==> src/hw/cpu_config.svh <==
`ifndef CPU_CONFIG_SVH
`define CPU_CONFIG_SVH

// width of registers, bus addresses and bus data
`define CPU_DATA_WIDTH 32

// general registers, and one flag per register
`define CPU_REG_COUNT 8

// address of the first instruction fetch
`define CPU_RESET_PC 'h0

// immediate field in the upper half of the instruction
`define CPU_IMM_WIDTH 16

`endif
==> src/hw/cpu_bus_pkg.sv <==
`default_nettype none

package cpu_bus_pkg;

    // what the sequencer asks the bus for
    typedef enum logic {
        req_fetch,
        req_store
    } request_e;

    // apb transfer phases
    typedef enum logic [1:0] {
        apb_idle,
        apb_setup,
        apb_access
    } apb_phase_e;

endpackage

`default_nettype wire

==> src/hw/cpu_isa_pkg.sv <==
`default_nettype none

`include "cpu_config.svh"

package cpu_isa_pkg;

    typedef logic [`CPU_DATA_WIDTH-1:0] word_t;
    typedef logic                       flag_t;

    // selects one of the registers and its flag
    typedef logic [$clog2(`CPU_REG_COUNT)-1:0] reg_index_t;

    typedef logic [`CPU_IMM_WIDTH-1:0] imm_t;

    // store stays at 7 so older programs still run
    typedef enum logic [5:0] {
        op_nop    = 6'd0,
        op_add    = 6'd1,
        op_sub    = 6'd2,
        op_and    = 6'd3,
        op_or     = 6'd4,
        op_xor    = 6'd5,
        op_ldi    = 6'd6,
        op_store  = 6'd7,
        op_cmpeq  = 6'd8,
        op_branch = 6'd9,
        op_jump   = 6'd10,
        op_halt   = 6'd11
    } opcode_e;

    // field layout, msb first
    typedef struct packed {
        imm_t       imm;
        logic       high;
        reg_index_t dest;
        reg_index_t src_b;
        reg_index_t src_a;
        opcode_e    opcode;
    } instr_t;

endpackage

`default_nettype wire

==> src/hw/cpu_top.sv <==
`timescale 1ns/1ps
`default_nettype none

module cpu_top (
    input  wire                     clock,
    input  wire                     reset,

    output cpu_isa_pkg::word_t      paddr,
    output logic                    psel,
    output logic                    penable,
    output logic                    pwrite,
    output cpu_isa_pkg::word_t      pwdata,
    input  wire cpu_isa_pkg::word_t prdata,
    input  wire                     pready,

    output logic                    halted
);

    cpu_isa_pkg::word_t    alu_instr;
    cpu_isa_pkg::instr_t   instr_fields;
    cpu_isa_pkg::word_t    src_a;
    cpu_isa_pkg::word_t    src_b;
    cpu_isa_pkg::flag_t    flag_a;
    cpu_isa_pkg::flag_t    flag_b;
    cpu_isa_pkg::word_t    result;
    cpu_isa_pkg::flag_t    result_flag;
    logic                  write_reg;
    logic                  write_flag;
    logic                  redirect;
    cpu_isa_pkg::word_t    target;
    logic                  store_req;
    logic                  halt_req;
    logic                  reg_wr_enable;
    logic                  flag_wr_enable;
    logic                  req_valid;
    cpu_bus_pkg::request_e req_kind;
    cpu_isa_pkg::word_t    req_addr;
    cpu_isa_pkg::word_t    req_wdata;
    logic                  req_done;
    cpu_isa_pkg::word_t    rsp_data;

    // field view of the instruction register for the bank indices
    assign instr_fields = cpu_isa_pkg::instr_t'(alu_instr);

    cpu_state_bank #(.entry_t(cpu_isa_pkg::word_t)) u_reg_bank (
        .clock(clock), .reset(reset),
        .rd_index_a(instr_fields.src_a), .rd_data_a(src_a),
        .rd_index_b(instr_fields.src_b), .rd_data_b(src_b),
        .wr_enable(reg_wr_enable), .wr_index(instr_fields.dest), .wr_data(result)
    );

    cpu_state_bank #(.entry_t(cpu_isa_pkg::flag_t)) u_flag_bank (
        .clock(clock), .reset(reset),
        .rd_index_a(instr_fields.src_a), .rd_data_a(flag_a),
        .rd_index_b(instr_fields.src_b), .rd_data_b(flag_b),
        .wr_enable(flag_wr_enable), .wr_index(instr_fields.dest), .wr_data(result_flag)
    );

    cpu_alu u_alu (
        .instr(alu_instr), .src_a(src_a), .src_b(src_b), .flag_a(flag_a), .flag_b(flag_b),
        .result(result), .result_flag(result_flag),
        .write_reg(write_reg), .write_flag(write_flag),
        .redirect(redirect), .target(target), .store_req(store_req), .halt_req(halt_req)
    );

    cpu_control u_control (
        .clock(clock), .reset(reset), .alu_instr(alu_instr),
        .write_reg(write_reg), .write_flag(write_flag), .redirect(redirect),
        .target(target), .store_req(store_req), .halt_req(halt_req),
        .reg_wr_enable(reg_wr_enable), .flag_wr_enable(flag_wr_enable),
        .store_data(src_a),
        .req_valid(req_valid), .req_kind(req_kind), .req_addr(req_addr),
        .req_wdata(req_wdata), .req_done(req_done), .rsp_data(rsp_data),
        .halted(halted)
    );

    cpu_apb_requester u_apb_requester (
        .clock(clock), .reset(reset),
        .req_valid(req_valid), .req_kind(req_kind), .req_addr(req_addr),
        .req_wdata(req_wdata), .req_done(req_done), .rsp_data(rsp_data),
        .paddr(paddr), .psel(psel), .penable(penable), .pwrite(pwrite),
        .pwdata(pwdata), .prdata(prdata), .pready(pready)
    );

endmodule

`default_nettype wire

==> src/hw/cpu_apb_requester.sv <==
`timescale 1ns/1ps
`default_nettype none

module cpu_apb_requester (
    input  wire                       clock,
    input  wire                       reset,

    input  wire                       req_valid,
    input  wire cpu_bus_pkg::request_e req_kind,
    input  wire cpu_isa_pkg::word_t   req_addr,
    input  wire cpu_isa_pkg::word_t   req_wdata,
    output logic                      req_done,
    output cpu_isa_pkg::word_t        rsp_data,

    output cpu_isa_pkg::word_t        paddr,
    output logic                      psel,
    output logic                      penable,
    output logic                      pwrite,
    output cpu_isa_pkg::word_t        pwdata,
    input  wire cpu_isa_pkg::word_t   prdata,
    input  wire                       pready
);

    // registered state holds only idle or access
    cpu_bus_pkg::apb_phase_e phase_q;
    cpu_bus_pkg::apb_phase_e bus_phase;

    cpu_isa_pkg::word_t addr_q;
    cpu_isa_pkg::word_t wdata_q;
    logic               write_q;

    // setup is the cycle a request is first seen
    always_comb
    begin
        if (phase_q == cpu_bus_pkg::apb_access)
            bus_phase = cpu_bus_pkg::apb_access;
        else if (req_valid)
            bus_phase = cpu_bus_pkg::apb_setup;
        else
            bus_phase = cpu_bus_pkg::apb_idle;
    end

    always_ff @(posedge clock)
    begin
        if (reset)
            phase_q <= cpu_bus_pkg::apb_idle;
        else if (bus_phase == cpu_bus_pkg::apb_setup)
            phase_q <= cpu_bus_pkg::apb_access;
        else if (req_done)
            phase_q <= cpu_bus_pkg::apb_idle;
    end

    always_ff @(posedge clock)
    begin
        if (bus_phase == cpu_bus_pkg::apb_setup)
        begin
            addr_q  <= req_addr;
            wdata_q <= req_wdata;
            write_q <= (req_kind == cpu_bus_pkg::req_store);
        end
    end

    assign psel    = (bus_phase != cpu_bus_pkg::apb_idle);
    assign penable = (bus_phase == cpu_bus_pkg::apb_access);
    assign paddr   = penable ? addr_q : req_addr;
    assign pwdata  = penable ? wdata_q : req_wdata;
    assign pwrite  = penable ? write_q : (req_valid && req_kind == cpu_bus_pkg::req_store);

    assign req_done = penable && pready;
    assign rsp_data = prdata;

    a_enable_needs_select: assert property (
        @(posedge clock) disable iff (reset)
        penable |-> psel
    )
    else
        $error("penable without psel");

    // setup always moves to access, and access holds until pready
    a_transfer_held: assert property (
        @(posedge clock) disable iff (reset)
        (psel && !(penable && pready)) |=>
            (psel && penable && $stable(paddr) && $stable(pwrite) && $stable(pwdata))
    )
    else
        $error("apb transfer changed before completion");

endmodule

`default_nettype wire

==> src/hw/cpu_control.sv <==
`timescale 1ns/1ps
`default_nettype none

`include "cpu_config.svh"

module cpu_control (
    input  wire                    clock,
    input  wire                    reset,

    output cpu_isa_pkg::word_t     alu_instr,

    input  wire                    write_reg,
    input  wire                    write_flag,
    input  wire                    redirect,
    input  wire cpu_isa_pkg::word_t target,
    input  wire                    store_req,
    input  wire                    halt_req,

    output logic                   reg_wr_enable,
    output logic                   flag_wr_enable,

    input  wire cpu_isa_pkg::word_t store_data,

    output logic                   req_valid,
    output cpu_bus_pkg::request_e  req_kind,
    output cpu_isa_pkg::word_t     req_addr,
    output cpu_isa_pkg::word_t     req_wdata,
    input  wire                    req_done,
    input  wire cpu_isa_pkg::word_t rsp_data,

    output logic                   halted
);

    // idle only lasts the cycle after reset, so psel stays low in reset
    typedef enum logic [2:0] {
        ph_idle,
        ph_fetch,
        ph_execute,
        ph_store,
        ph_halted
    } phase_e;

    phase_e             phase;
    cpu_isa_pkg::word_t instr_q;
    cpu_isa_pkg::word_t pc;

    always_ff @(posedge clock)
    begin
        if (reset)
        begin
            phase <= ph_idle;
            pc    <= cpu_isa_pkg::word_t'(`CPU_RESET_PC);
        end
        else
        begin
            case (phase)
                ph_idle: phase <= ph_fetch;
                ph_fetch:
                begin
                    if (req_done)
                        phase <= ph_execute;
                end
                ph_execute:
                begin
                    pc <= redirect ? target : pc + cpu_isa_pkg::word_t'(4);
                    if (halt_req)
                        phase <= ph_halted;
                    else if (store_req)
                        phase <= ph_store;
                    else
                        phase <= ph_fetch;
                end
                ph_store:
                begin
                    if (req_done)
                        phase <= ph_fetch;
                end
                ph_halted: phase <= ph_halted;
                default:   phase <= ph_idle;
            endcase
        end
    end

    // instruction register
    always_ff @(posedge clock)
    begin
        if (phase == ph_fetch && req_done)
            instr_q <= rsp_data;
    end

    assign alu_instr = instr_q;

    assign reg_wr_enable  = write_reg && (phase == ph_execute);
    assign flag_wr_enable = write_flag && (phase == ph_execute);

    // store address is the immediate, carried on target
    assign req_valid = (phase == ph_fetch) || (phase == ph_store);
    assign req_kind  = (phase == ph_store) ? cpu_bus_pkg::req_store : cpu_bus_pkg::req_fetch;
    assign req_addr  = (phase == ph_store) ? target : pc;
    assign req_wdata = store_data;

    assign halted = (phase == ph_halted);

    // a store transfer runs only for the executed store instruction
    a_store_after_execute: assert property (
        @(posedge clock) disable iff (reset)
        (phase == ph_store) |-> store_req
    )
    else
        $error("store phase without a store instruction");

    a_pc_aligned: assert property (
        @(posedge clock) disable iff (reset)
        pc[1:0] == 2'b00
    )
    else
        $error("program counter lost word alignment");

endmodule

`default_nettype wire

==> src/hw/cpu_alu.sv <==
`timescale 1ns/1ps
`default_nettype none

`include "cpu_config.svh"

module cpu_alu (
    input  wire cpu_isa_pkg::word_t instr,
    input  wire cpu_isa_pkg::word_t src_a,
    input  wire cpu_isa_pkg::word_t src_b,
    input  wire cpu_isa_pkg::flag_t flag_a,
    input  wire cpu_isa_pkg::flag_t flag_b,

    output cpu_isa_pkg::word_t result,
    output cpu_isa_pkg::flag_t result_flag,
    output logic               write_reg,
    output logic               write_flag,
    output logic               redirect,
    output cpu_isa_pkg::word_t target,
    output logic               store_req,
    output logic               halt_req
);

    cpu_isa_pkg::instr_t fields;

    assign fields = cpu_isa_pkg::instr_t'(instr);

    // branch, jump and store all take their address from the immediate
    assign target = cpu_isa_pkg::word_t'(fields.imm);

    always_comb
    begin
        result      = '0;
        // only seen by the bank when write_flag is set
        result_flag = flag_b;
        write_reg   = 1'b0;
        write_flag  = 1'b0;
        redirect    = 1'b0;
        store_req   = 1'b0;
        halt_req    = 1'b0;

        case (fields.opcode)
            cpu_isa_pkg::op_add,
            cpu_isa_pkg::op_sub,
            cpu_isa_pkg::op_and,
            cpu_isa_pkg::op_or,
            cpu_isa_pkg::op_xor:
            begin
                case (fields.opcode)
                    cpu_isa_pkg::op_add: result = src_a + src_b;
                    cpu_isa_pkg::op_sub: result = src_a - src_b;
                    cpu_isa_pkg::op_and: result = src_a & src_b;
                    cpu_isa_pkg::op_or:  result = src_a | src_b;
                    default:             result = src_a ^ src_b;
                endcase
                result_flag = (result == '0);
                write_reg   = 1'b1;
                write_flag  = 1'b1;
            end
            cpu_isa_pkg::op_ldi:
            begin
                // high form keeps the lower half of source a
                if (fields.high)
                    result = {fields.imm, src_a[`CPU_DATA_WIDTH-`CPU_IMM_WIDTH-1:0]};
                else
                    result = cpu_isa_pkg::word_t'(fields.imm);
                write_reg = 1'b1;
            end
            cpu_isa_pkg::op_cmpeq:
            begin
                result_flag = (src_a == src_b);
                write_flag  = 1'b1;
            end
            cpu_isa_pkg::op_branch: redirect  = flag_a;
            cpu_isa_pkg::op_jump:   redirect  = 1'b1;
            cpu_isa_pkg::op_store:  store_req = 1'b1;
            cpu_isa_pkg::op_halt:   halt_req  = 1'b1;
            // nop and unused encodings change nothing
            default:
            begin
            end
        endcase
    end

endmodule

`default_nettype wire

==> src/hw/cpu_state_bank.sv <==
`timescale 1ns/1ps
`default_nettype none

`include "cpu_config.svh"

module cpu_state_bank #(
    parameter type entry_t = logic
) (
    input  wire                       clock,
    input  wire                       reset,

    input  wire cpu_isa_pkg::reg_index_t rd_index_a,
    output entry_t                    rd_data_a,

    input  wire cpu_isa_pkg::reg_index_t rd_index_b,
    output entry_t                    rd_data_b,

    input  wire                       wr_enable,
    input  wire cpu_isa_pkg::reg_index_t wr_index,
    input  wire entry_t               wr_data
);

    entry_t entries [`CPU_REG_COUNT];

    // one write per cycle, visible on the reads from the next cycle
    always_ff @(posedge clock)
    begin
        if (reset)
        begin
            for (int i = 0; i < `CPU_REG_COUNT; i++)
            begin
                entries[i] <= '0;
            end
        end
        else if (wr_enable)
        begin
            entries[wr_index] <= wr_data;
        end
    end

    assign rd_data_a = entries[rd_index_a];
    assign rd_data_b = entries[rd_index_b];

    // an unknown index would corrupt an unknown entry
    a_wr_index_known: assert property (
        @(posedge clock) disable iff (reset)
        wr_enable |-> !$isunknown(wr_index)
    )
    else
        $error("state bank write with unknown index");

endmodule

`default_nettype wire

==> config.mk <==
export PLATFORM = sky130hd
export DESIGN_NAME = cpu_top
export DESIGN_NICKNAME = d
export VERILOG_FILES = /design/src/hw/cpu_bus_pkg.sv /design/src/hw/cpu_isa_pkg.sv /design/src/hw/cpu_top.sv /design/src/hw/cpu_apb_requester.sv /design/src/hw/cpu_control.sv /design/src/hw/cpu_alu.sv /design/src/hw/cpu_state_bank.sv
export VERILOG_INCLUDE_DIRS = /design/src /design/src/hw
export SDC_FILE = /design/constraint.sdc
export NUM_CORES = 1
export LEC_CHECK = 0
export ABC_CLOCK_PERIOD_IN_PS = 13600
export BUFFER_PORTS_ARGS = -buffer_cell sky130_fd_sc_hd__buf_2
export CAP_MARGIN = 20
export CORE_MARGIN = 1.5
export CORE_UTILIZATION = 50
export DETAILED_ROUTE_END_ITERATION = 8
export PLACE_DENSITY = 0.7
export SLEW_MARGIN = 20
export SYNTH_ARGS = -nofsm -noshare
export SYNTH_HDL_FRONTEND = slang
export SYNTH_SLANG_ARGS = --single-unit
==> constraint.sdc <==
create_clock -name clock -period 13.6 [get_ports clock]
set_input_delay 2.72 -clock clock [delete_from_list [all_inputs] [get_ports clock]]
set_output_delay 2.72 -clock clock [all_outputs]
set_load 0.02 [all_outputs]
==> flow_summary.yaml <==
sta:
  max_freq_mhz: 150
  fin_skew_ns: 0.0172
  fin_hold_ws_ns: 0.461
  hold_viol_final: 0
  fin_crit_ns: 6.66
  drv_slew: 0
  rsz0062_at_grt: "no"
  setup_tns_ns: 0
  finalCritPeriodShare_pct: 49.0
  worstMarginPinSlew_ns: 1.15
  max-slew-margin-rel_pct: 23.5
  setup_viol: 0
clock_network:
  numCtsBuffers: 44
  cts_sinks: 403
  cts_resized: 0
  cts_tree: "yes"
  holdBufCountCts: 0
  clock_path_buffers: 3
  root_buffer: "clkbuf_16"
  post_cts_buffers: 0
  clock_latency_ns: 0.59
  clk_pin_slew_ns: 0.06
  htreeDepth: 2
synth:
  synth_flop_cell: "edfxtp_1"
  ys_seq_elements: 403
  syn-num-nets: 2461
  ys_warn_count: 0
  synth-edff-count: 361
  synthCells: 2326
  synth_seq_area_share_pct: 45.6
  ys_types: 101
  synthArstFlopShare_pct: 0
  syn_area_per_cell_um2: 11.0
  netlist_area_um2: 25600
power:
  pwr-share-clk_pct: 37.7
  power_w: 0.00318
  powerDensity_nw_per_um2: 113
  power.switching_w: 0.000901
  pwr-share-seq_pct: 44.8
  p_int_w: 0.00228
  p_comb_share_pct: 17.5
  p_leak_nw: 10.2
  peakVddDrop_uv: 83.8
  swShare_pct: 28.3
placed_design:
  place_inst: 2980
  hpwl_um: 54200
  routabilityCongestion: 0.970
  io_buffers: 102
die:
  fp.dieH_um: 229
  core_um2: 50400
  die-area_um2: 52500
  io_pins: 103
  initial_utilization_pct: 50.8
  rows: 82
  die_w_um: 229
cells_and_area:
  fillers: 4235
  mostFrequentLayoutCells: "nor2_1 (397), edfxtp_1 (361), nand2_1 (147)"
  nets: 2489
  fin_cells: 3060
  area.growth.synth_to_final_pct: 9.64
  multi_input_area_um2: 12900
  drive_gt1_share_pct: 20.2
  regArea_um2: 11700
  final_common_cell: "nor2_1"
routing:
  drt_iter0_markers: 2252
  wl_per_cell_um: 26.5
  via_count: 20000
  firstDrtPassIters: 5
  wirelength_um: 81000
  post-route-drc-count: 0
  ant_nets: 0
  routed_via_density: 6.55
grt:
  track_usage_pct: 30.5
  antenna_found_initial: 3
  gr-total-overflow: 0
  grt_pass1_vias: 19500
  grt_max_degree: 72
  grt_pass1_wl_um: 121000
flow_run:
  maxCapViolCount: 0
status:
  status: "finished clean"
critical_path:
  start_kind: "flip-flop"
  endpoint_kind: "flip-flop"
  path_max_fanout: 34
  worstSetupPathType: "flip-flop to flip-flop"
  worst-endpoint-required_ns: 13.91
  arrival_ns: 6.97
min_path:
  worst_hold_path_type: "flip-flop to flip-flop"
per-stage QoR:
step                      util [%]  setup WS (ns)  instance area [µm²]
after detailed placement      52.8           6.97                26600
after global routing          55.7           6.56                28100
after CTS                     55.7           6.95                28000
final                         55.7           6.94                28100
after global placement        52.8           7.10                26600
after floorplan                  -           7.57                25600
state kept, by name, indices dropped and copies added, names as in the netlist, named ones only:
| register | count |
|---|---|
| u_reg_bank.entries | 256 |
| u_apb_requester.addr_q | 32 |
| u_apb_requester.wdata_q | 32 |
| u_control.alu_instr | 32 |
| u_control.pc | 32 |
| u_flag_bank.entries | 8 |
| u_control.phase | 3 |
| u_apb_requester.phase_q | 1 |
| u_apb_requester.write_q | 1 |
logic make-up after synthesis:
family                   share of synthesized area, %
XOR/XNOR                                        0.890
flip-flops                                       45.6
adder cells (fa/ha/maj)                          4.95
buffers and inverters                            4.00
AO/OA/AOI/OAI                                    12.2
AND/OR/NAND/NOR                                  14.8
multiplexers                                     17.5
synthesized netlist by cell type, types with 30 or more instances:
library cell  count  area [µm²]
a21oi_1         142         711
nor2b_1          36         225
clkbuf_1         98         368
edfxtp_1        361       10800
nor2_1          399        1500
dfxtp_1          42         841
nor3_1           35         175
mux2i_1          55         551
o21ai_0          72         360
nand3_1          40         200
buf_2            30         150
mux4_2          130        2930
ha_1             98        1230
inv_1            95         357
mux2_2           89        1000
nand2_1         147         552
final cells by class:
cell class | instances | area share, %
Sequential cell | 403 | 41.7
Timing Repair Buffer | 139 | 2.81
Antenna cell | 1 | 0.00892
Multi-Input combinational cell | 1669 | 46.1
Clock inverter | 22 | 0.892
Clock buffer | 57 | 4.21
Tap cell | 672 | 3.00
Inverter | 97 | 1.30
worst max-delay path: stages (launching register included):
cell and delay, ns:
dfxtp_4 0.76, buf_4 0.69, mux4_2 0.59, mux2i_1 0.38, ha_1 0.55, nor4_4 0.50, nand4_1 0.18, a21oi_1 0.49
nor3_1 0.17, o21ba_1 0.26, o41ai_1 0.42, mux2i_1 0.41, nand2_1 0.10, o221ai_1 0.36, o21ai_1 0.25, nor2b_1 0.20
power groups by stage:
stage / Clock (W) / Sequential (W) / Combinational (W)
CTS: 0.00121 / 0.00142 / 0.000545
detailed placement: 0 / 0.00145 / 0.000542
floorplan: 0 / 0.00143 / 0.000396
global route: 0.00126 / 0.00143 / 0.000593
global placement: 0 / 0.00145 / 0.000539
finish: 0.00120 / 0.00142 / 0.000558
worst paths after layout:
| check | from | to | slack, ns | cells past startpoint |
|---|---|---|---|---|
| setup / recovery | flip-flop | u_reg_bank.entries[2][29] | 6.94 | 15 |
| setup reg to reg | flip-flop | u_reg_bank.entries[2][29] | 6.94 | 15 |
| hold / removal | u_control.pc[1] | u_control.pc[1] | 0.46 | 2 |
| hold reg to reg | u_control.pc[1] | u_control.pc[1] | 0.46 | 2 |
routing by layer:
layer	vias to the layer above	wire length [µm]	global-route usage [%]
li1	8771	-	-
met1	9965	31600	39.6
met2	1101	37200	49.0
met3	204	8660	7.91
met4	2	3550	12.2
met5	-	14	0
No activity file was read; power rests on OpenSTA's default activity.
